`config.mk`:
```
export PLATFORM = sky130hd
export DESIGN_NAME = vdp_port_tms
export DESIGN_NICKNAME = d
export VERILOG_FILES = /design/src/rtl/msx_pkg.sv /design/src/rtl/vdp_port_tms.sv
export VERILOG_INCLUDE_DIRS = /design/src /design/src/rtl
export SDC_FILE = /design/constraint.sdc
export NUM_CORES = 1
export LEC_CHECK = 0
export BUFFER_PORTS_ARGS = -buffer_cell sky130_fd_sc_hd__buf_2
export CAP_MARGIN = 10
export CORE_MARGIN = 2
export CORE_UTILIZATION = 45
export CTS_CLUSTER_DIAMETER = 120
export DETAILED_ROUTE_END_ITERATION = 8
export HOLD_SLACK_MARGIN = 0.06
export PLACE_DENSITY = 0.86
export SLEW_MARGIN = 20
export SYNTH_ARGS = -nofsm -noshare
export SYNTH_HDL_FRONTEND = slang
export SYNTH_SLANG_ARGS = --single-unit
export TNS_END_PERCENT = 10
```
`constraint.sdc`:
```
create_clock -name clk21m -period 2.5 [get_ports clk21m]
set_clock_uncertainty 0.2 [all_clocks]
set_input_delay 0.25 -clock clk21m [delete_from_list [all_inputs] [get_ports clk21m]]
set_output_delay 0.25 -clock clk21m [all_outputs]
set_load 0.1 [all_outputs]
```
`src/rtl/msx_macros.svh`:
```
`ifndef MSX_MACROS_SVH
`define MSX_MACROS_SVH

// one VRAM bank is 64 KB
`define VRAM_ADDR_WIDTH 16

// low and high 64 KB bank
`define VRAM_BANKS 2

// Z80 I/O ports of the VDP
`define VDP_DATA_PORT 8'h98
`define VDP_CTRL_PORT 8'h99

// TMS9918 wraps at 16 KB
`define TMS_ADDR_WIDTH 14

`endif

```
`src/rtl/msx_pkg.sv`:
```
`include "msx_macros.svh"

package msx_pkg;

   typedef logic [7:0] byte_t;

   typedef logic [15:0] io_addr_t;

   typedef logic [`VRAM_ADDR_WIDTH-1:0] vram_addr_t;

   // machine generation
   typedef enum logic {
      MSX1 = 1'b0,
      MSX2 = 1'b1
   } machine_t;

   typedef struct packed {
      machine_t typ;
   } config_t;

   // one VRAM access as issued by a port core
   typedef struct packed {
      vram_addr_t address;
      byte_t      data;
      logic       we_lo;
      logic       we_hi;
   } vram_req_t;

endpackage

```
`src/rtl/vdp_port_tms.sv`:
```
`include "msx_macros.svh"

module vdp_port_tms (
   input  logic                clk21m,
   input  logic                reset,
   input  msx_pkg::io_addr_t   addr,
   input  msx_pkg::byte_t      d_from_cpu,
   output msx_pkg::byte_t      d_to_cpu,
   output logic                data_bus_rq,
   input  logic                wr_n,
   input  logic                rd_n,
   input  logic                iorq_n,
   input  logic                mreq_n,
   input  logic                m1_n,
   output msx_pkg::vram_req_t  vram_req,
   input  msx_pkg::byte_t      vram_di
);
   import msx_pkg::*;

   logic                       io_sel;
   logic                       data_wr;
   logic                       data_rd;
   logic                       ctrl_wr;
   logic                       rd_start;
   logic [`TMS_ADDR_WIDTH-1:0] vram_addr;
   logic                       toggle;
   byte_t                      latch;
   byte_t                      wr_data;
   logic                       wr_pend;
   logic                       rd_pend;
   logic                       rd_load;
   byte_t                      rd_buf;

   // plain I/O cycle, no memory or opcode fetch
   assign io_sel  = ~iorq_n & mreq_n & m1_n;
   assign data_wr = io_sel & ~wr_n & (addr[7:0] == `VDP_DATA_PORT);
   assign data_rd = io_sel & ~rd_n & (addr[7:0] == `VDP_DATA_PORT);
   assign ctrl_wr = io_sel & ~wr_n & (addr[7:0] == `VDP_CTRL_PORT);

   // data port read or read address setup
   assign rd_start = data_rd | (ctrl_wr & toggle & (d_from_cpu[7:6] == 2'b00));

   assign d_to_cpu    = rd_buf;
   assign data_bus_rq = data_rd;

   always_ff @(posedge clk21m) begin
      if (reset) begin
         vram_addr <= '0;
         toggle    <= 1'b0;
         wr_pend   <= 1'b0;
         rd_pend   <= 1'b0;
         rd_load   <= 1'b0;
         rd_buf    <= '0;
      end else begin
         wr_pend <= data_wr;
         rd_pend <= rd_start;
         rd_load <= rd_pend;
         if (data_wr | data_rd) begin
            toggle <= 1'b0;
         end
         if (ctrl_wr) begin
            toggle <= ~toggle;
            // register writes have no effect here
            if (toggle && !d_from_cpu[7]) begin
               vram_addr <= {d_from_cpu[5:0], latch};
            end
         end else if (wr_pend | rd_pend) begin
            vram_addr <= vram_addr + 1'b1;
         end
         if (rd_load) begin
            rd_buf <= vram_di;
         end
      end
   end

   always_ff @(posedge clk21m) begin
      if (ctrl_wr && !toggle) begin
         latch <= d_from_cpu;
      end
      if (data_wr) begin
         wr_data <= d_from_cpu;
      end
   end

   // low bank only
   assign vram_req.address = vram_addr_t'(vram_addr);
   assign vram_req.data    = wr_data;
   assign vram_req.we_lo   = wr_pend;
   assign vram_req.we_hi   = 1'b0;

endmodule

```
Word level (Yosys, flattened, before mapping)
Cells that the tools add are included.
- logic and storage cells: 41
- output and inout bits: 35
- flip-flop bits (word level): 42
- input bits: 39
- muxes and demuxes: 5
- equality and inequality tests: 3
- bitwise gates (word level): 16
- add/subtract/negate cells: 1
- reductions and logical operators: 8
- operators by type and width (operator ; count):
    $mux W14 ; 3
    $eq A8 B8 Y1 const B ; 2
    $add A14 B1 Y14 const B ; 1
    $and A1 B1 Y1 ; 9
    $not A1 Y1 ; 4
    $reduce_bool A2 Y1 ; 2
    $or A1 B1 Y1 ; 3
    $logic_and A1 B1 Y1 ; 2
    $logic_not A1 Y1 ; 2
    $logic_not A2 Y1 ; 1
    $mux W1 ; 2
    $ne A2 B1 Y1 const B ; 1
    $reduce_and A2 Y1 ; 1

Longest topological paths before layout
Gate-level depths: netlist of run 1.
- depth in word-level cells: 8
- mapped depth: 7
- gate-level depth less buffers: 6

Worst setup path before layout of run 1
No wires, ideal clock.
- path kind: input-to-reg
- from: in addr[6]
- to: reg toggle
- arrival: 4123 ps
- required time: 2183 ps
- library setup time: 117 ps
- path buffers: 0
- slack: -1940 ps
- cell stages on the path: 5
- cells stage by stage: and4bb_1 nand2_1 nor4_1 nor3_1 o21ba_1
- longest elaborated chain between the ends: 4
- ends and longest elaborated chain (what ; line ; RTL):
    start, declared ; vdp_port_tms.sv:6 ; input msx_pkg::io_addr_t addr,
    $eq A8 B8 Y1 (no line) ; -- ;
    $and A1 B1 Y1 ; vdp_port_tms.sv:37 ; assign data_rd = io_sel & ~rd_n & (addr[7:0] == `VDP_DATA_PORT);
    net data_bus_rq ; vdp_port_tms.sv:9 ; output logic data_bus_rq,
    $or A1 B1 Y1 ; vdp_port_tms.sv:58 ; if (data_wr | data_rd) begin
    $reduce_bool A2 Y1 (no line) ; -- ;
    end signal, assigned ; vdp_port_tms.sv:62 ; toggle <= ~toggle;
    end, declared ; vdp_port_tms.sv:26 ; logic toggle;
The timed path passes the listed nets, and every way through them passes these cells.
A chain may end at the register's enable or synchronous reset.

Final worst setup path of run 1
- from: reg vram_addr[2]
- to: reg vram_addr[9]
- longest elaborated chain between the ends: 3
- ends and longest elaborated chain (what ; line ; RTL):
    start, declared ; vdp_port_tms.sv:25 ; logic [`TMS_ADDR_WIDTH-1:0] vram_addr;
    start signal, assigned ; vdp_port_tms.sv:65 ; vram_addr <= {d_from_cpu[5:0], latch};
    start signal, assigned ; vdp_port_tms.sv:68 ; vram_addr <= vram_addr + 1'b1;
    $add A14 B1 Y14 ; vdp_port_tms.sv:68 ;
    $mux W14 ; vdp_port_tms.sv:67 ; end else if (wr_pend | rd_pend) begin
    $mux W14 ; vdp_port_tms.sv:61 ; if (ctrl_wr) begin
Every way passes these cells. The select of a mux whose other input is x is not followed.

==> run summary, run 1 <==
Max Clock Freq -> 490 MHz
post-synthesis compound-gate area fraction -> 12.4%
pin count of the biggest net entering global routing -> 27
GRT Total Usage -> 21.4%
ys async rst share -> 0%
Setup crit end kind -> register
Critical Path Source -> vram_addr[2]
mux share of post-synthesis cell area -> 4.33%
Final Max Tran Viols -> 0
Layout fillers -> 327
Mapped Area -> 1850 um2
Worst VDD drop -> 325 uV
IO Count -> 74
vias per inst -> 5.65
Post-DRT Antenna Nets -> 0
Setup crit end -> vram_addr[9]
CTS Sinks -> 42
commonest non-fill, non-tap cell in the layout -> buf_2
WL final -> 4.83 mm
unrepaired setup endpoints after global routing -> false
H-tree depth -> 2
root buf cell -> clkbuf_8
die area -> 4640 um2
Post-Layout Inst Area -> 2480 um2
number of global-route vias before repair -> 1583
total gr overflow -> 0
Seq/Total Area, Yosys -> 54.1%
total number of vias -> 1739
WP data arrival -> 2.02 ns
status -> complete, no violations
hpwl dp -> 3.32 mm
number of hold buffers added after cts -> 16
final net count -> 297
R2R Path End -> vram_addr[9]
Mean Syn Cell Area -> 10.4 um2
CP Class -> register to register
Chip Width -> 68.1 um
GP Congestion -> 0.867
# diodes -> 0
starting density of the core -> 46.6%
CTS buffer count -> 5
CTS tree -> done
number of enable flip-flop cells after synthesis -> 16
Cells after Synth -> 177
simple-gate area share of the yosys netlist -> 24.0%
Max Buffers Root-to-Sink -> 2
DRT iter0 DRCs -> 122
MaxCap Viol Count -> 0
leakage -> 1.01 nW
Overall Power -> 1.33 mW
first-pass GRT wire length -> 7.21 mm
clock slew at reported path FFs -> 0.08 ns
worst min-delay path class -> input port to register
most frequent cells in the layout -> buf_2 (62), dfxtp_1 (26), nor2_1 (23)
Synth Warn # -> 0
Final Hold Fails -> 0
Req. time, crit path -> 2.47 ns
Avg WL per Cell -> 15.7 um
synth-to-layout area growth -> 34.1%
worst r2r path cells -> 5
standard-cell row count -> 23
Tcrit/Tclk final -> 81.6%
chip height -> 68.1 um
crit path time final -> 2.04 ns
core area -> 3970 um2
DP Area -> 2210 um2
Cell Pwr Density -> 534 nW/um2
Post CTS Setup Buffer Count -> 0
largest family of logic cells by synthesized area -> simple AND/OR/NAND/NOR gates
critical path launch point type -> register
share of cells above drive strength 1 -> 31.8%
Hold Slack -> 0.0816 ns
PortBufs -> 62
Clock Latency Late Sink -> 0.30 ns
Reg-to-Reg Start -> vram_addr[2]
final setup fails -> 0
post-synthesis cell type count -> 43
Synth Register Bits -> 42
Primary FF master, synth -> dfxtp_1
Pre-Repair DR Iteration Count -> 4
Synth Area in Adders -> 0.677%
Max FO, Critical Path -> 7
CTS resizes -> 0
DRC Markers -> 0
initial antenna violation count -> 0
flop2flop setup slack -> 0.46 ns
Synth Area in XOR/XNOR -> 0%
## registers in the layout, indices dropped and copies added, names as in the netlist
name,flops
d_to_cpu,8
latch,8
rd_load,1
rd_pend,1
toggle,1
vram_addr,14
wr_data,8
wr_pend,1
## synth_stat cells, types with 2 or more instances
master,number,area [um2]
a211oi_1,3,22.5
a21oi_1,7,35.0
a311oi_1,3,26.3
a31oi_1,5,31.3
and3_1,5,31.3
and4_1,2,17.5
buf_2,2,10.0
buf_4,4,30.0
buf_6,2,22.5
clkbuf_1,4,15.0
dfxtp_1,26,521
edfxtp_1,16,480
mux2i_1,8,80.1
nand2_1,11,41.3
nand3_1,4,20.0
nand4_1,5,31.3
nor2_1,23,86.3
nor2b_1,5,31.3
nor3_1,9,45.0
nor4_1,5,31.3
o21ai_1,4,20.0
o21bai_1,2,15.0
or3_1,2,12.5
## critical path, cell delays in order, from the launching register on
cell and delay, ns:
dfxtp_1 0.45, and4_1 0.33, nand3_1 0.21, nor3_4 0.22, a311oi_1 0.13, a2111oi_1 0.38
## report_power, final
part / internal, mW / switching [mW]
clock: 0.294 / 0.238
sequential: 0.708 / 0.0000831
combinational: 0.0387 / 0.0464
total: 1.04 / 0.285
## metrics by stage
stage               worst slack, ns  std cells  utilization, %  TNS [ns]
floorplan                   -0.0248        179               -   -0.0248
global placement              0.486        284            55.7         0
detailed placement            0.459        284            55.7         0
CTS                           0.456        308            62.4         0
global route                  0.324        308            62.4         0
finish                        0.459        308            62.4         0
## worst min path at each step
stage | from | end | depth (start not counted)
after floorplan | d_from_cpu[0] | latch[0] | 0
after CTS | rd_n | rd_pend | 4
final | rd_n | rd_pend | 4
after detailed placement | d_from_cpu[5] | wr_data[5] | 1
after global routing | rd_n | rd_pend | 4
after global placement | d_from_cpu[5] | wr_data[5] | 1
## layout make-up
cell class,count,area [um2],share of cell area (%)
Sequential cell,42,1000,40.4
Multi-Input combinational cell,125,800,32.2
Timing Repair Buffer,83,508,20.5
Clock buffer,5,68.8,2.77
Tap cell,50,62.6,2.52
Clock inverter,3,40.0,1.61
## per-layer routing
| metal | global-route usage (%) | share of wire [%] |
|---|---|---|
| met1 | 25.8 | 39 |
| met2 | 35.2 | 50 |
| met3 | 6.58 | 8.6 |
| met4 | 9.50 | 1.8 |
| met5 | 0 | 0 |
## logic make-up (layout without fill, tap and decap cells)
family          after synthesis  in the layout
other cells                   1              3
buf+inv                      12             91
simple gates                 80             80
fa+ha+maj                     1              1
mux                           8              8
compound gates               33             33
flops                        42             42
Note: power is estimated with default switching activity, not from simulation.
==> run 2: changes to the inputs <==
--- a/config.mk
+++ b/config.mk
@@ -9,7 +9,7 @@
 export BUFFER_PORTS_ARGS = -buffer_cell sky130_fd_sc_hd__buf_2
 export CAP_MARGIN = 10
 export CORE_MARGIN = 2
-export CORE_UTILIZATION = 45
+export CORE_UTILIZATION = 43
 export CTS_CLUSTER_DIAMETER = 120
 export DETAILED_ROUTE_END_ITERATION = 8
 export HOLD_SLACK_MARGIN = 0.06
==> constraint.sdc (replaced) <==
create_clock -name clk21m -period 1.8 [get_ports clk21m]
set_clock_uncertainty 0.2 [all_clocks]
set_input_delay 0.18 -clock clk21m [delete_from_list [all_inputs] [get_ports clk21m]]
set_output_delay 0.18 -clock clk21m [all_outputs]
set_load 0.1 [all_outputs]
==> run summary, run 2 (same netlist as run 1, synthesis figures left out) <==
status -> complete, no violations
IO Count -> 74
Setup crit end kind -> register
WHS Path Cells -> 4
final net count -> 308
commonest non-fill, non-tap cell in the layout -> buf_2
Max FO, Critical Path -> 5
Int Pwr -> 1.30 mW
clock slew at reported path FFs -> 0.07 ns
number of global-route vias before repair -> 1600
WP data arrival -> 1.74 ns
Final Util -> 64.0%
Post-DRT Antenna Nets -> 0
R2R Path End -> vram_addr[9]
CP Class -> register to register
flop2flop setup slack -> 0.04 ns
PortBufs -> 62
Req. time, crit path -> 1.78 ns
starting density of the core -> 45.6%
hpwl dp -> 3.17 mm
CTS Sinks -> 42
unrepaired setup endpoints after global routing -> true
core area -> 4060 um2
WL final -> 4.70 mm
share of cells above drive strength 1 -> 39.4%
Slowest Stage Delay on Critical Path -> 0.36 ns
max reg flops -> 14
beginning of the worst hold path -> rd_n
CTS tree -> done
Net Sw Frac -> 21.7%
Avg WL per Cell -> 14.7 um
pin count of the biggest net entering global routing -> 27
Pre-Repair DR Iteration Count -> 4
synth-to-layout area growth -> 40.5%
CTS buffer count -> 5
Tcrit/Tclk final -> 97.5%
Overall Power -> 1.67 mW
Reg-to-Reg Start -> vram_addr[4]
worst min-delay path class -> input port to register
Post-Place Cells -> 293
total gr overflow -> 0
most frequent cells in the layout -> buf_2 (61), nor2_1 (21), dfxtp_1 (19)
worst r2r path cells -> 5
DRT iter0 DRCs -> 169
Hold Slack -> 0.0746 ns
GRT Total Usage -> 19.6%
H-tree depth -> 2
MaxCap Viol Count -> 0
Reg area -> 1010 um2
Final Instance Count excl. Fillers -> 319
Worst VDD drop -> 364 uV
final setup fails -> 0
total number of vias -> 1760
Clock Latency Late Sink -> 0.29 ns
first-pass GRT wire length -> 7.43 mm
Max Clock Freq -> 570 MHz
Max Buffers Root-to-Sink -> 2
Cell Pwr Density -> 641 nW/um2
root buf cell -> clkbuf_8
worst path cell trace -> and4_4 > nand3_4 > nor3_4 > a311oi_1 > a2111oi_1
Critical Path Source -> vram_addr[4]
Final Hold Fails -> 0
net switching power of the design -> 0.361 mW
critical path launch point type -> register
crit path max-delay cell type -> a2111oi_1
Layout fillers -> 295
standard-cell row count -> 23
die area -> 4840 um2
leakage -> 1.07 nW
initial antenna violation count -> 0
Final Max Tran Viols -> 0
Chip Width -> 69.6 um
area of the multi-input gates -> 838 um2
vias per inst -> 5.52
Worst Hold End -> rd_pend
Clk pwr share -> 33.7%
Setup TNS Final -> 0 ns
GP Congestion -> 0.834
chip height -> 69.6 um
# diodes -> 0
Largest Register -> vram_addr
combinational power share -> 7.2%
DRC Markers -> 0
Reg power frac -> 59.1%
crit path time final -> 1.76 ns
## run 2: cell type report
cell class | count | share of cell area, %
multi-input combinational | 125 | 32.3
clock inverter | 2 | 0.337
tap | 50 | 2.41
sequential | 42 | 38.9
timing repair buffer | 94 | 23.3
clock buffer | 6 | 2.79
## run 2: worst max-delay path by stage
| stage | slack, ns | to | depth (start not counted) |
|---|---|---|---|
| 2_1_floorplan | -0.53 | toggle | 5 |
| 3_3_place_gp | 0.04 | vram_addr[6] | 6 |
| 3_5_place_dp | 0.03 | vram_addr[6] | 6 |
| 4_1_cts | 0.007 | vram_addr[9] | 5 |
| 5_1_grt | -0.06 | vram_addr[9] | 5 |
| 6_report | 0.04 | vram_addr[9] | 5 |
## run 2: power by group through the flow
stage	Combinational (mW)	Clock [mW]	Sequential, mW
6_report	0.120	0.562	0.984
5_1_grt	0.128	0.609	0.984
4_1_cts	0.117	0.578	0.984
3_5_place_dp	0.0903	0	1.01
3_3_place_gp	0.0887	0	1.01
2_1_floorplan	0.0521	0	1.01
## run 2: timing repair
item                                    in CTS  in global routing
endpoints found under the hold margin       31                  0
gates resized for setup                      0                 11
hold buffers                                16                  0
buffers inserted                             0                  2
endpoints found under the setup margin       0                  7
## run 2: layer usage
metal | up-vias | track usage, % | share of wire, %
li1 | 854 | - | -
met1 | 810 | 24.7 | 42
met2 | 84 | 31.5 | 49
met3 | 12 | 5.38 | 6.6
met4 | 0 | 8.28 | 2.2
met5 | - | 0 | 0
## run 2: worst max-delay path, delay by kind of cell, from the launching register on
family | cells | cell delay (ns)
compound gates | 2 | 0.49
flops | 1 | 0.35
simple gates | 3 | 0.61
## run 2: per-stage QoR
stage               area [um2]  worst slack (ns)
floorplan                 1880            -0.532
global placement          2300            0.0374
detailed placement        2300            0.0278
CTS                       2550           0.00741
global route              2600           -0.0601
finish                    2600            0.0442
==> run 3: changes to the inputs <==
==> constraint.sdc (replaced) <==
create_clock -name clk21m -period 1.5 [get_ports clk21m]
set_clock_uncertainty 0.2 [all_clocks]
set_input_delay 0.15 -clock clk21m [delete_from_list [all_inputs] [get_ports clk21m]]
set_output_delay 0.15 -clock clk21m [all_outputs]
set_load 0.02 [all_outputs]
==> run summary, run 3 (same netlist as run 1, synthesis figures left out) <==
H-tree depth -> 2
Max Buffers Root-to-Sink -> 2
die area -> 4840 um2
Hold Slack -> 0.105 ns
PortBufs -> 62
Tcrit/Tclk final -> 111%
Final Hold Fails -> 0
root buf cell -> clkbuf_8
clock slew at reported path FFs -> 0.07 ns
hpwl dp -> 3.72 mm
worst min-delay path class -> input port to register
GP Congestion -> 0.902
MaxCap Viol Count -> 0
leakage -> 1.16 nW
Setup crit end kind -> register
Post-DRT Antenna Nets -> 0
violated checks -> negative setup slack
initial antenna violation count -> 0
core area -> 4060 um2
CTS buffer count -> 5
area of the multi-input gates -> 872 um2
final setup fails -> 7
WL final -> 5.22 mm
DRT iter0 DRCs -> 184
Max FO, Critical Path -> 5
most frequent cells in the layout -> buf_2 (61), buf_4 (37), nor2_1 (21)
standard-cell row count -> 23
Final Max Tran Viols -> 0
first-pass GRT wire length -> 8.64 mm
Largest Register -> vram_addr
CP Class -> register to register
Clock Latency Late Sink -> 0.29 ns
unrepaired setup endpoints after global routing -> true
CTS Sinks -> 42
# diodes -> 0
pin count of the biggest net entering global routing -> 27
Post CTS Setup Buffer Count -> 0
DRC Markers -> 0
crit path time final -> 1.66 ns
DP Area -> 2490 um2
Cell Pwr Density -> 712 nW/um2
CTS tree -> done
Pre-Repair DR Iteration Count -> 4
Req. time, crit path -> 1.51 ns
Final Util -> 68.5%
number of global-route vias before repair -> 1861
chip height -> 69.6 um
final net count -> 328
Setup TNS Final -> -0.492 ns
critical path launch point type -> register
WP data arrival -> 1.68 ns
commonest non-fill, non-tap cell in the layout -> buf_2
starting density of the core -> 45.6%
Avg WL per Cell -> 15.4 um
Worst VDD drop -> 468 uV
total gr overflow -> 0
worst slack at placement -> -0.232 ns
Post-Layout Inst Area -> 2780 um2
GRT Total Usage -> 22.3%
share of cells above drive strength 1 -> 45.0%
Max Clock Freq -> 602 MHz
vias per inst -> 5.56
IO Count -> 74
Chip Width -> 69.6 um
status -> finished, violations left
total number of vias -> 1884
Reg area -> 1020 um2
Layout fillers -> 313
max reg flops -> 14
synth-to-layout area growth -> 50.3%
PnR worst setup slack -> -0.162 ns
-- run 3: what timing repair did --
item                                    in CTS  in global routing
endpoints found under the setup margin      11                 12
pin swaps                                    5                  0
endpoints found under the hold margin       30                  0
gates resized for setup                      5                  6
hold buffers                                16                  0
-- run 3: power by group --
group | internal, mW | switching, mW | leakage (nW) | total, mW
registers | 1.17 | 0.000129 | 0.358 | 1.17
logic | 0.0694 | 0.0544 | 0.762 | 0.124
clock network | 0.320 | 0.361 | 0.0426 | 0.681
-- run 3: cell type report --
type                            count  area share [%]
Clock inverter                      2           0.315
Multi-Input combinational cell    125            31.4
Sequential cell                    42            36.7
Timing Repair Buffer              114            26.7
Clock buffer                        6            2.61
Tap cell                           50            2.25
-- run 3: final timing paths --
kind / from / end / slack, ns / cells after the start
hold / removal: reset / d_to_cpu[2] / 0.11 / 2
hold reg to reg: d_to_cpu[5] / d_to_cpu[5] / 0.30 / 2
setup / recovery: vram_addr[3] / vram_addr[13] / -0.16 / 5
setup reg to reg: vram_addr[3] / vram_addr[13] / -0.16 / 5
-- run 3: critical path, cell delays in order (launching register included) --
cell and delay (ns):
dfxtp_4 0.34, and4_4 0.28, and3_4 0.20, nand4_1 0.09, or3_1 0.31, a31oi_1 0.17
-- run 3: per-layer routing --
metal  vias up  GRT usage (%)  share of wire [%]
li1        883              -                  -
met1       898           27.2                 41
met2        90           39.1                 50
met3        13           4.07                6.2
met4         0           8.06                2.2
met5         -              0                  0
-- run 3: per-stage QoR --
| step | total power [mW] | cells |
|---|---|---|
| after floorplan | 1.24 | 179 |
| after global placement | 1.29 | 315 |
| after detailed placement | 1.29 | 315 |
| after CTS | 1.98 | 339 |
| after global routing | 2.04 | 339 |
| final | 1.98 | 339 |
