--- src/rtl/msx_macros.svh ---
`ifndef MSX_MACROS_SVH
`define MSX_MACROS_SVH

// one VRAM bank is 64 KB
`define VRAM_ADDR_WIDTH 16

// low and high 64 KB bank
`define VRAM_BANKS 2

// Z80 I/O ports of the VDP
`define VDP_DATA_PORT 8'h98
`define VDP_CTRL_PORT 8'h99

// TMS9918 wraps at 16 KB
`define TMS_ADDR_WIDTH 14

`endif

--- src/rtl/msx_pkg.sv ---
`include "msx_macros.svh"

package msx_pkg;

   typedef logic [7:0] byte_t;

   typedef logic [15:0] io_addr_t;

   typedef logic [`VRAM_ADDR_WIDTH-1:0] vram_addr_t;

   // machine generation
   typedef enum logic {
      MSX1 = 1'b0,
      MSX2 = 1'b1
   } machine_t;

   typedef struct packed {
      machine_t typ;
   } config_t;

   // one VRAM access as issued by a port core
   typedef struct packed {
      vram_addr_t address;
      byte_t      data;
      logic       we_lo;
      logic       we_hi;
   } vram_req_t;

endpackage

--- src/rtl/vdp_port_v9938.sv ---
`include "msx_macros.svh"

module vdp_port_v9938 (
   input  logic                clk21m,
   input  logic                reset,
   input  msx_pkg::io_addr_t   addr,
   input  msx_pkg::byte_t      d_from_cpu,
   output msx_pkg::byte_t      d_to_cpu,
   output logic                data_bus_rq,
   input  logic                wr_n,
   input  logic                rd_n,
   input  logic                iorq_n,
   input  logic                mreq_n,
   input  logic                m1_n,
   output msx_pkg::vram_req_t  vram_req,
   input  msx_pkg::byte_t      vram_di_lo,
   input  msx_pkg::byte_t      vram_di_hi
);
   import msx_pkg::*;

   logic                       io_sel;
   logic                       data_wr;
   logic                       data_rd;
   logic                       ctrl_wr;
   logic                       rd_start;
   logic [`TMS_ADDR_WIDTH-1:0] addr_lo;
   logic [2:0]                 reg14;
   logic [16:0]                vaddr;
   logic                       toggle;
   byte_t                      latch;
   byte_t                      wr_data;
   logic                       wr_pend;
   logic                       rd_pend;
   logic                       rd_load;
   logic                       rd_bank;
   byte_t                      rd_buf;

   assign io_sel  = ~iorq_n & mreq_n & m1_n;
   assign data_wr = io_sel & ~wr_n & (addr[7:0] == `VDP_DATA_PORT);
   assign data_rd = io_sel & ~rd_n & (addr[7:0] == `VDP_DATA_PORT);
   assign ctrl_wr = io_sel & ~wr_n & (addr[7:0] == `VDP_CTRL_PORT);

   assign rd_start = data_rd | (ctrl_wr & toggle & (d_from_cpu[7:6] == 2'b00));

   // r14 supplies address bits 16 to 14
   assign vaddr = {reg14, addr_lo};

   assign d_to_cpu    = rd_buf;
   assign data_bus_rq = data_rd;

   always_ff @(posedge clk21m) begin
      if (reset) begin
         addr_lo <= '0;
         reg14   <= '0;
         toggle  <= 1'b0;
         wr_pend <= 1'b0;
         rd_pend <= 1'b0;
         rd_load <= 1'b0;
         rd_buf  <= '0;
      end else begin
         wr_pend <= data_wr;
         rd_pend <= rd_start;
         rd_load <= rd_pend;
         if (data_wr | data_rd) begin
            toggle <= 1'b0;
         end
         if (ctrl_wr) begin
            toggle <= ~toggle;
            if (toggle) begin
               if (!d_from_cpu[7]) begin
                  addr_lo <= {d_from_cpu[5:0], latch};
               end else if (d_from_cpu[5:0] == 6'd14) begin
                  reg14 <= latch[2:0];
               end
            end
         end else if (wr_pend | rd_pend) begin
            // carry runs on into r14
            {reg14, addr_lo} <= vaddr + 17'd1;
         end
         if (rd_load) begin
            rd_buf <= rd_bank ? vram_di_hi : vram_di_lo;
         end
      end
   end

   always_ff @(posedge clk21m) begin
      if (ctrl_wr && !toggle) begin
         latch <= d_from_cpu;
      end
      if (data_wr) begin
         wr_data <= d_from_cpu;
      end
      // bank of the prefetch in flight
      if (rd_pend) begin
         rd_bank <= vaddr[16];
      end
   end

   assign vram_req.address = vaddr[15:0];
   assign vram_req.data    = wr_data;
   assign vram_req.we_lo   = wr_pend & ~vaddr[16];
   assign vram_req.we_hi   = wr_pend & vaddr[16];

endmodule

--- config.mk ---
export PLATFORM = sky130hd
export DESIGN_NAME = vdp_port_v9938
export DESIGN_NICKNAME = d
export VERILOG_FILES = /design/src/rtl/msx_pkg.sv /design/src/rtl/vdp_port_v9938.sv
export VERILOG_INCLUDE_DIRS = /design/src /design/src/rtl
export SDC_FILE = /design/constraint.sdc
export NUM_CORES = 1
export LEC_CHECK = 0
export BUFFER_PORTS_ARGS = -buffer_cell sky130_fd_sc_hd__buf_2
export CAP_MARGIN = 20
export CORE_ASPECT_RATIO = 2
export CORE_UTILIZATION = 44
export DETAILED_ROUTE_END_ITERATION = 8
export GPL_TIMING_DRIVEN = 0
export PLACE_DENSITY = 0.83
export SETUP_SLACK_MARGIN = 0.15
export SLEW_MARGIN = 20
export SYNTH_ARGS = -nofsm -noshare
export SYNTH_HDL_FRONTEND = slang
export SYNTH_SLANG_ARGS = --single-unit
--- constraint.sdc ---
create_clock -name clk21m -period 1.98 [get_ports clk21m]
set_input_delay 0.198 -clock clk21m [delete_from_list [all_inputs] [get_ports clk21m]]
set_output_delay 0.198 -clock clk21m [all_outputs]
set_load 0.1 [all_outputs]
# Word level (Yosys, flattened, before mapping)
# Index checks and enable logic that the tools add are counted.
# totals
register_bits,46
latch_bits,0
ramBits,0
mem_bits_ro,0
input_bits,47
out_inout_bits,35
word_cells,56
n_memories,0
# op_classes
add_sub_neg,1
n_mul,0
div,0
n_lt_le_gt_ge,0
eq_ne,7
shifts,0
mux,12
n_bitwise,19
n_reduce_logical,7
# op_table
operator,count
$mux W14,4
$add A17 B1 Y17 const B,1
$eq A8 B8 Y1 const B,2
$mux W3,5
$and A1 B1 Y1,11
$mux W8,1
$eq A6 B4 Y1 const B,1
$not A1 Y1,5
$ne A2 B1 Y1 const B,2
$ne A2 B2 Y1 const B,2
$reduce_and A4 Y1,1
$reduce_bool A2 Y1,2
$or A1 B1 Y1,3
$reduce_and A3 Y1,1
$logic_not A2 Y1,1
$mux W1,2
$logic_and A1 B1 Y1,1
$logic_not A1 Y1,1

# Logic depth before layout (Yosys ltp)
# Gate-level depths: netlist (run 1).
# depth
ltp_word,8
mapped_depth,8
depth_no_buf,6

# Worst setup path after synthesis (run 1)
# No wires, ideal clock.
# synth_timing
path_type,input port to flip-flop
from,input port iorq_n
to,register toggle
arrival_time_ns,4.122
t_required_ns,1.852
slack_ns,-2.270
path_stages,6
n_path_buf,1
path_cell_list,or3_4 buf_6 nor4_1 nor2_1 a31oi_1 nor2_1
# synth_via
elab_chain_cells,7
word_cells_on_any_way,11
cone_classes,1 x mux; 9 x bitwise; 1 x reduce/logical
# synth_rtl
item,line,rtl
from (decl),vdp_port_v9938.sv:12,"input logic iorq_n,"
$not A1 Y1,vdp_port_v9938.sv:38,assign io_sel = ~iorq_n & mreq_n & m1_n;
$and A1 B1 Y1 (2 in series),vdp_port_v9938.sv:38,
$and A1 B1 Y1 (2 in series),vdp_port_v9938.sv:40,assign data_rd = io_sel & ~rd_n & (addr[7:0] == `VDP_DATA_PORT);
named net data_bus_rq,vdp_port_v9938.sv:9,"output logic data_bus_rq,"
$or A1 B1 Y1,vdp_port_v9938.sv:64,if (data_wr | data_rd) begin
$reduce_bool A2 Y1 (no source line),-,
to (signal assigned),vdp_port_v9938.sv:68,toggle <= ~toggle;
to (decl),vdp_port_v9938.sv:29,logic toggle;
# The timed path passes the listed nets, and every way through them passes these cells.
# A chain may end at the register's enable or synchronous reset.

# Final worst setup path (run 1)
# layout_timing
from,input port iorq_n
to,register addr_lo[5]
# layout_via
elab_chain_cells,7
word_cells_on_any_way,10
cone_classes,2 x eq/ne; 1 x mux; 5 x bitwise; 2 x reduce/logical
# layout_rtl
item,line,rtl
$not A1 Y1 *,vdp_port_v9938.sv:38,
$and A1 B1 Y1 * (2 in series),vdp_port_v9938.sv:38,
$and A1 B1 Y1 * (2 in series),vdp_port_v9938.sv:41,assign ctrl_wr = io_sel & ~wr_n & (addr[7:0] == `VDP_CTRL_PORT);
"$ne A2 B1 Y1 (no source line), or another cell as far along",-,
$reduce_and A3 Y1 (no source line),-,
to (signal assigned),vdp_port_v9938.sv:71,"addr_lo <= {d_from_cpu[5:0], latch};"
to (signal assigned),vdp_port_v9938.sv:78,"{reg14, addr_lo} <= vaddr + 17'd1;"
to (decl),vdp_port_v9938.sv:26,logic [`TMS_ADDR_WIDTH-1:0] addr_lo;
# Mark *: on every way between the ends. The rest lies on a longest branch, timed or not.

==> impl_metrics.toml, run 1 <==
[placement]
place_inst = 363
gp_congestion = 0.8838
hpwlAfterDp_um = 4766
io_buffers = 73

[hold_path]
hold-path-cell-count = 1
min-delay-start = "d_from_cpu[6]"
hold_path_class = "in -> reg"
worstHoldEndpoint = "latch[6]"

[sta]
fmax_mhz = 551.1
max_slew_margin_pct = 61.36
rsz0062_at_grt = "yes"
skew_ps = 2.673
final-hold-violation-count = 0
fin_crit_sh_pct = 91.65
setup_viol = 0
slew_violations = 0
tightest_slew_ps = 579.6
period_needed_ps = 1815

[setup_path]
regToRegSetupSlack_ps = 230
endpoint_kind = "register"
worstPathCellList = "buf_2, or3_4, buf_6, nor4_4, buf_6, mux2i_4, o21ai_0, a21oi_1"
r2r_end = "addr_lo[13]"
ff2ff_path_depth = 5
crit_type = "in -> reg"
cp-startpoint = "iorq_n"
cp_slowest_stage_delay_ps = 420
r2r-start = "addr_lo[3]"
critical_path_arrival_ps = 2040
crit_required_ps = 2210
slowest_stage = "mux2i_4"
cp_max_fo = 10
crit_top_cell = "buf_6"
start_kind = "input pin"

[floorplanning]
rows = 36
core-area_sq_um = 4910
start_util_pct = 46.38
die_h_um = 103.7
ios = 82
die_x_um = 52.87
die_area_sq_um = 5485

[yosys]
synth_cells = 232
syn-cell-area_sq_um = 2277
synth-edff-count = 17
synth_top_area_cell = "dfxtp_1"
synth_cell_types = 54
synth.yosys.seq_area_share_pct = 47.91
synth_nets = 280
synth.avg_cell_area_sq_um = 9.815
ys_seq_elements = 46
synth.most_common_cell = "dfxtp_1"
synthArstFlopShare_pct = 0
yosys.area.top_type_share_pct = 25.49
synthFlopType = "dfxtp_1"
synth_warnings = 0
synthTopCellsByCount = "dfxtp_1 (29), nor2_1 (22), a21oi_1 (17), edfxtp_1 (17), o21ai_0 (12)"
synth_area_leaders = "dfxtp_1 (25%), edfxtp_1 (22%), mux2i_1 (4.8%), a21oi_1 (3.7%), nor2_1 (3.6%)"

[flow_run]
max_cap_violations = 0

[layout]
final_core_util_pct = 61.80
syn_to_final_growth_pct = 33.24
stdcell_count = 376
diodes = 0
nNetsFinal = 366
drive_gt1_share_pct = 41.38

[drt]
drtIter0Drc = 58
drc = 0
num_vias = 2221
firstDrtPassIters = 5
postRouteAntennaNets = 0
vias_per_cell = 5.907
wirelength_um = 6446
wl_per_cell_um = 17.14

[global_route]
grt_max_degree = 15
grt_overflow_total = 0
track_usage_pct = 25.03
grt_pass1_vias = 2221
antenna_found_initial = 0
grt_pass1_wl_um = 10160

[clock_tree]
cts_buffers = 5
clk_pin_slew_ps = 80
clock_sinks = 46
hold_buffers = 0
cts_root_buf = "clkbuf_8"
cts_tree = "done"
cts.htree.levels = 2
clkLatencyLatePin_ps = 310
clockBufferDepth = 2

[power_and_ir_drop]
cellPowerDensity_nw_per_um2 = 582.4
ir_drop_mv = 0.5566
p_leak_uw = 0.001220

[outcome]
run_status = "completed"
==> worst max-delay path: cells and delay by family <==
family,cells,cell delay (ps)
buffers and inverters,3,430
multiplexers,1,420
AO/OA/AOI/OAI,2,370
AND/OR/NAND/NOR,2,630
==> worst max-delay path by stage <==
stage	to	slack, ps	cells after the start
global placement	toggle	-820	7
finish	addr_lo[5]	170	8
detailed placement	addr_lo[1]	-380	7
global route	addr_lo[5]	110	8
floorplan	toggle	-250	6
CTS	reg14[2]	140	6
==> registers in the layout, summed over array words and instances (netlist names) <==
register	flops
latch	8
rd_load	1
toggle	1
wr_data	8
wr_pend	1
reg14	3
rd_bank	1
d_to_cpu	8
addr_lo	14
rd_pend	1
==> metal layers <==
layer	GRT usage [%]	part of all wire (%)
met4	18.05	5.9
met2	44.67	54
met3	3.965	6.0
met1	23.71	34
met5	0	0
==> timing repair <==
item                       4_1_cts  5_1_grt
setup endpoints to repair       13       15
buffers inserted                 3        2
pin swaps                        1        2
resized for setup                0       12
==> area by class of cell <==
class / count / area [sq um]
Fill cell: 431 / 1876
Multi-Input combinational cell: 166 / 1191
Sequential cell: 46 / 1119
Timing Repair Buffer: 79 / 424.2
Buffer: 14 / 96.34
Clock buffer: 6 / 72.57
Tap cell: 57 / 71.32
Clock inverter: 2 / 37.54
Inverter: 6 / 22.52
==> cell families after synthesis <==
kind of cell             synth area share, %
AND/OR/NAND/NOR                        25.39
buffers and inverters                  4.944
AO/OA/AOI/OAI                          15.88
multiplexers                           5.330
adder cells (fa/ha/maj)               0.5494
flip-flops                             47.91
==> through the flow <==
stage | power (uW) | cell area, sq um | setup slack (ps) | TNS, ps | hold slack, ps
floorplan | 1024 | 2354 | -245.1 | -1274 | 296.9
global placement | 1080 | 2790 | -824.0 | -11370 | 406.6
detailed placement | 1083 | 2801 | -379.6 | -5166 | 409.9
CTS | 1768 | 2934 | 137.7 | 0 | 91.37
global route | 1812 | 3034 | 108.8 | 0 | 96.57
finish | 1767 | 3034 | 165.3 | 0 | 92.34
==> power by group <==
part           leakage [uW]  internal (uW)  switching, uW
sequential         0.000392            970         0.0820
combinational      0.000777           42.2           53.1
clock             0.0000514            377            325
==> cells in the final DEF, fill, tap and decap left out, drive strengths merged, types with 7 or more instances in the layout <==
cell,Yosys,final
a211oi,9,9
a21oi,18,18
and2,7,7
buf,10,89
clkbuf,4,10
dfxtp,29,29
edfxtp,17,17
mux2i,11,11
nand2,9,9
nand3,9,9
nor2,23,23
nor3,8,8
nor4,9,9
o21ai,16,16
Note: power is estimated with default switching activity, not from simulation.
==> run 2: changes to the inputs <==
- CORE_UTILIZATION: 44 -> 49
- PLACE_DENSITY: 0.83 -> 0.87
- clock period: 1.98 -> 1.9 ns (I/O delays scaled with it)
==> run 2 against run 1 <==
  * Die area down 9.9%
  * Sequential power grew 4%
  * First-iteration DRC count up 29%
  * Final cell count is the same
  * Non-clock buffer count increased by 2
  * Core utilization up 9.1 points
  * Final area grew 2.4%
  * Setup slack gained 27 ps
  * Clock-buffer cell count fell by 1
  * Combinational power grew 6%
  * Clock power rose by 10%
==> impl_metrics.toml, run 2 (synthesis results as in run 1) <==
[clock_tree]
clkLatencyLatePin_ps = 310
cts_buffers = 5
cts_tree = "done"
clockBufferDepth = 2
cts_root_buf = "clkbuf_8"
cts.htree.levels = 2
clock_sinks = 46
clk_pin_slew_ps = 100
hold_buffers = 0

[layout]
drive_gt1_share_pct = 43.48
layout_commonest_cell = "buf_2"
stdcell_count = 376
layout.cells.most_common_list = "buf_2 (74), nor2_1 (22), edfxtp_1 (17)"
fill_cells = 329
nNetsFinal = 369
largest_reg_flops = 14
regArea_sq_um = 1131
diodes = 0
multi_input_area_sq_um = 1237
finalInstanceArea_sq_um = 3107
syn_to_final_growth_pct = 36.43
regMostFlops = "addr_lo"

[global_route]
use_met3_pct = 4.321
grt_overflow_total = 0
use_met2_pct = 51.90
grt_busiest_layer = "met2"
grt_pass1_vias = 2250
antenna_found_initial = 0
track_usage_pct = 27.81
gr-usage-met1_pct = 26.00
grt_max_degree = 17
grt_pass1_wl_um = 10320

[drt]
wirelength_um = 6782
wl_per_cell_um = 18.04
firstDrtPassIters = 4
num_vias = 2274
postRouteAntennaNets = 0
vias_per_cell = 6.048
drc = 0
drtIter0Drc = 75

[sta]
slew_violations = 0
setup_viol = 0
tightest_slew_ps = 611.6
rsz0062_at_grt = "yes"
fin_crit_sh_pct = 89.86
final-hold-violation-count = 0
period_needed_ps = 1707
max_slew_margin_pct = 59.14
fmax_mhz = 585.7
fin_hold_ws_ps = 75.83
skew_ps = 13.61

[hold_path]
hold_path_class = "in -> reg"

[flow_run]
max_cap_violations = 0

[placement]
io_buffers = 73
place_inst = 360
gp_congestion = 0.9097
hpwlAfterDp_um = 4847
dpl_cell_area_sq_um = 2826

[setup_path]
cp_max_fo = 10
cp-startpoint = "iorq_n"
start_kind = "input pin"
crit_required_ps = 2120
ff2ff_path_depth = 4
r2r_end = "addr_lo[9]"
crit_type = "in -> reg"
endpoint_kind = "register"
regToRegSetupSlack_ps = 200
r2r-start = "toggle"
crit_path_end = "addr_lo[6]"
critical_path_arrival_ps = 1930

[floorplanning]
ios = 82
die_area_sq_um = 4941
die_x_um = 50.21
die_h_um = 98.41
rows = 34
core-area_sq_um = 4382
start_util_pct = 51.97

[power_and_ir_drop]
p_leak_uw = 0.001257
design_power_total_uw = 1879
cellPowerDensity_nw_per_um2 = 604.7
ir_drop_mv = 0.6203

[outcome]
run_status = "completed"
-- run 2: cell count changes in the layout (fill, tap and decap cells not counted), moves of 2 or more --
| cell | delta |
|---|---|
| buf_2 | -2 |
| buf_4 | +4 |
| dfxtp_1 | -2 |
| dfxtp_2 | -2 |
| dfxtp_4 | +4 |
| inv_6 | +2 |
| nand3_2 | -2 |
| nand3_4 | +2 |
-- run 2: worst max-delay path: stages --
cell and delay [ps]:
buf_2 100, or3_4 370, buf_6 150, or4_4 490
buf_8 160, buf_8 140, o21ai_1 120, a21oi_2 90
nor4_2 110
-- run 2: worst min path at each step --
| stage | start | endpoint | slack [ps] | cells past startpoint |
|---|---|---|---|---|
| 2_1_floorplan | d_from_cpu[0] | latch[0] | 290 | 0 |
| 3_3_place_gp | d_from_cpu[6] | wr_data[6] | 400 | 1 |
| 3_5_place_dp | d_from_cpu[6] | wr_data[6] | 400 | 1 |
| 4_1_cts | d_from_cpu[6] | latch[6] | 70 | 1 |
| 5_1_grt | d_from_cpu[6] | latch[6] | 70 | 1 |
| 6_report | d_from_cpu[6] | wr_data[6] | 80 | 1 |
-- run 2: layout make-up --
| class | count | share of cell area (%) |
|---|---|---|
| Timing Repair Buffer | 81 | 13.81 |
| Inverter | 6 | 0.7249 |
| Buffer | 14 | 3.302 |
| Tap cell | 54 | 2.175 |
| Multi-Input combinational cell | 167 | 39.83 |
| Clock buffer | 5 | 2.215 |
| Clock inverter | 3 | 1.530 |
| Sequential cell | 46 | 36.41 |
-- run 2: where the power goes --
group	internal [uW]	total, uW	leakage (uW)	switching [uW]
clock	402	772	0.0000591	370
sequential	1010	1010	0.000394	0.0904
combinational	44.2	101	0.000804	57.1
total	1450	1880	0.00126	427
-- run 2: metal layers --
layer	part of all wire [%]	up-vias
met3	6.5	42
met1	33	1044
met2	55	141
met5	0	-
met4	5.8	0
li1	-	1047
-- run 2: through the flow --
stage,util [%],worst slack (ps),TNS [ps]
2_1_floorplan,-,-317.1,-2377
3_3_place_gp,64.25,-858.0,-13730
3_5_place_dp,64.51,-457.8,-6841
4_1_cts,67.79,130.8,0
5_1_grt,70.90,127.1,0
6_report,70.90,192.7,0
-- run 2: repair_timing --
item                       CTS  global route
gates resized for setup      3            16
pin swaps                    1             3
setup buffers                2             4
cloned                       0             2
setup endpoints to repair   21            24
==> run 3: changes to the inputs <==
- BUFFER_PORTS_ARGS: -buffer_cell sky130_fd_sc_hd__buf_2 -> -buffer_cell sky130_fd_sc_hd__buf_4
- SLEW_MARGIN: 20 -> unset
==> run 3 against run 2 <==
  * Non-clock buffer count grew 1
  * Clock skew fell by 6.4 ps
  * First-iteration DRC count grew 36%
  * Total power shrank 0.98%
  * Clock power shrank 5.2%
  * Largest cell class unchanged
==> impl_metrics.toml, run 3 (synthesis results as in run 1) <==
[layout]
layout.cells.most_common_list = "buf_4 (82), nor2_1 (22), edfxtp_1 (17)"
syn_to_final_growth_pct = 43.74
largest_reg_flops = 14
stdcell_count = 376
drive_gt1_share_pct = 43.79
final_core_util_pct = 74.70
nNetsFinal = 369
layout_commonest_cell = "buf_4"
diodes = 0
regMostFlops = "addr_lo"
fill_cells = 312

[clock_tree]
cts_tree = "done"
clockBufferDepth = 2
cts_buffers = 5
clock_sinks = 46
cts.htree.levels = 2
cts_root_buf = "clkbuf_8"
clk_pin_slew_ps = 90
clkLatencyLatePin_ps = 300

[sta]
setup_slack_ps = 139.5
max_slew_margin_pct = 59.13
skew_ps = 7.172
final-hold-violation-count = 0
fin_crit_sh_pct = 92.66
slew_violations = 0
fin_hold_ws_ps = 81.33
setup_viol = 0
fmax_mhz = 568.0
rsz0062_at_grt = "yes"
tightest_slew_ps = 613.1
period_needed_ps = 1761

[floorplanning]
core-area_sq_um = 4382
die_h_um = 98.41
die_x_um = 50.21
die_area_sq_um = 4941
rows = 34
start_util_pct = 51.97
ios = 82

[drt]
drc = 0
wl_per_cell_um = 17.87
vias_per_cell = 6.005
num_vias = 2258
postRouteAntennaNets = 0
firstDrtPassIters = 4
drtIter0Drc = 102
wirelength_um = 6719

[placement]
gp_congestion = 0.8916
hpwlAfterDp_um = 4868
pre_cts_ws_ps = -471.7
place_inst = 360
io_buffers = 73

[setup_path]
critical_path_arrival_ps = 1930
start_kind = "input pin"
crit_required_ps = 2070
endpoint_kind = "register"
cp_max_fo = 8
crit_type = "in -> reg"

[global_route]
track_usage_pct = 27.51
grt_overflow_total = 0
antenna_found_initial = 0
grt_pass1_vias = 2177
grt_pass1_wl_um = 10180
grt_max_degree = 16

[power_and_ir_drop]
ir_drop_mv = 0.6317
p_leak_uw = 0.001288
cellPowerDensity_nw_per_um2 = 568.3

[hold_path]
hold_path_class = "in -> reg"

[flow_run]
max_cap_violations = 0

[outcome]
run_status = "completed"
==> run 3: changes by cell type in the layout (fill, tap and decap cells not counted), sizes merged <==
cell | before | now
mux2i | 12 | 11
inv | 8 | 7
buf | 90 | 92
clkinv | 0 | 1
clkbuf | 10 | 9
==> run 3: timing repair <==
action                                  CTS  global route
pin swaps                                 1             3
gates resized for setup                   5            12
endpoints found under the setup margin   22            24
cloned                                    0             1
hold buffers                              0             0
buffers inserted                          3             4
==> run 3: metal layers <==
| metal | GRT usage [%] | share of wire [%] | vias up |
|---|---|---|---|
| met5 | 0 | 0 | - |
| met4 | 16.92 | 4.6 | 0 |
| met3 | 4.938 | 7.2 | 32 |
| met2 | 51.38 | 57 | 149 |
| met1 | 26.15 | 31 | 1034 |
| li1 | - | - | 1043 |
==> run 3: final cells by class <==
type	count	area (sq um)	share of cell area, %
Sequential cell	46	1131	34.56
Clock buffer	5	68.82	2.102
Timing Repair Buffer	82	629.4	19.23
Clock inverter	3	43.79	1.338
Buffer	14	106.4	3.249
Multi-Input combinational cell	166	1204	36.77
Inverter	6	22.52	0.6881
Tap cell	54	67.56	2.064
==> run 3: stage by stage <==
step           area (sq um)  total power (uW)  TNS [ps]
6_report               3273              1860         0
5_1_grt                3273              1915         0
4_1_cts                3187              1865         0
3_5_place_dp           3012              1145     -7686
3_3_place_gp           2998              1142    -14290
2_1_floorplan          2382              1061     -2377
==> run 3: path summary, 6_finish.rpt <==
kind,from,to,slack [ps],depth (start not counted)
setup / recovery,iorq_n,addr_lo[8],140,8
hold / removal,d_from_cpu[6],wr_data[6],80,1
setup reg to reg,addr_lo[0],reg14[2],210,6
hold reg to reg,d_to_cpu[0],d_to_cpu[0],490,2
==> run 3: power by group <==
part           leakage [uW]  switching (uW)  total, uW  internal, uW
clock network     0.0000585             337        732           394
registers          0.000394          0.0949       1010          1010
logic              0.000836            56.2        123          66.6
==> run 3: worst max-delay path: stages <==
cell     delay, ps
buf_4          110
or3_4          380
buf_8          150
or4_4          480
buf_8          160
mux2_1         330
nand2_2         90
a21oi_2         50
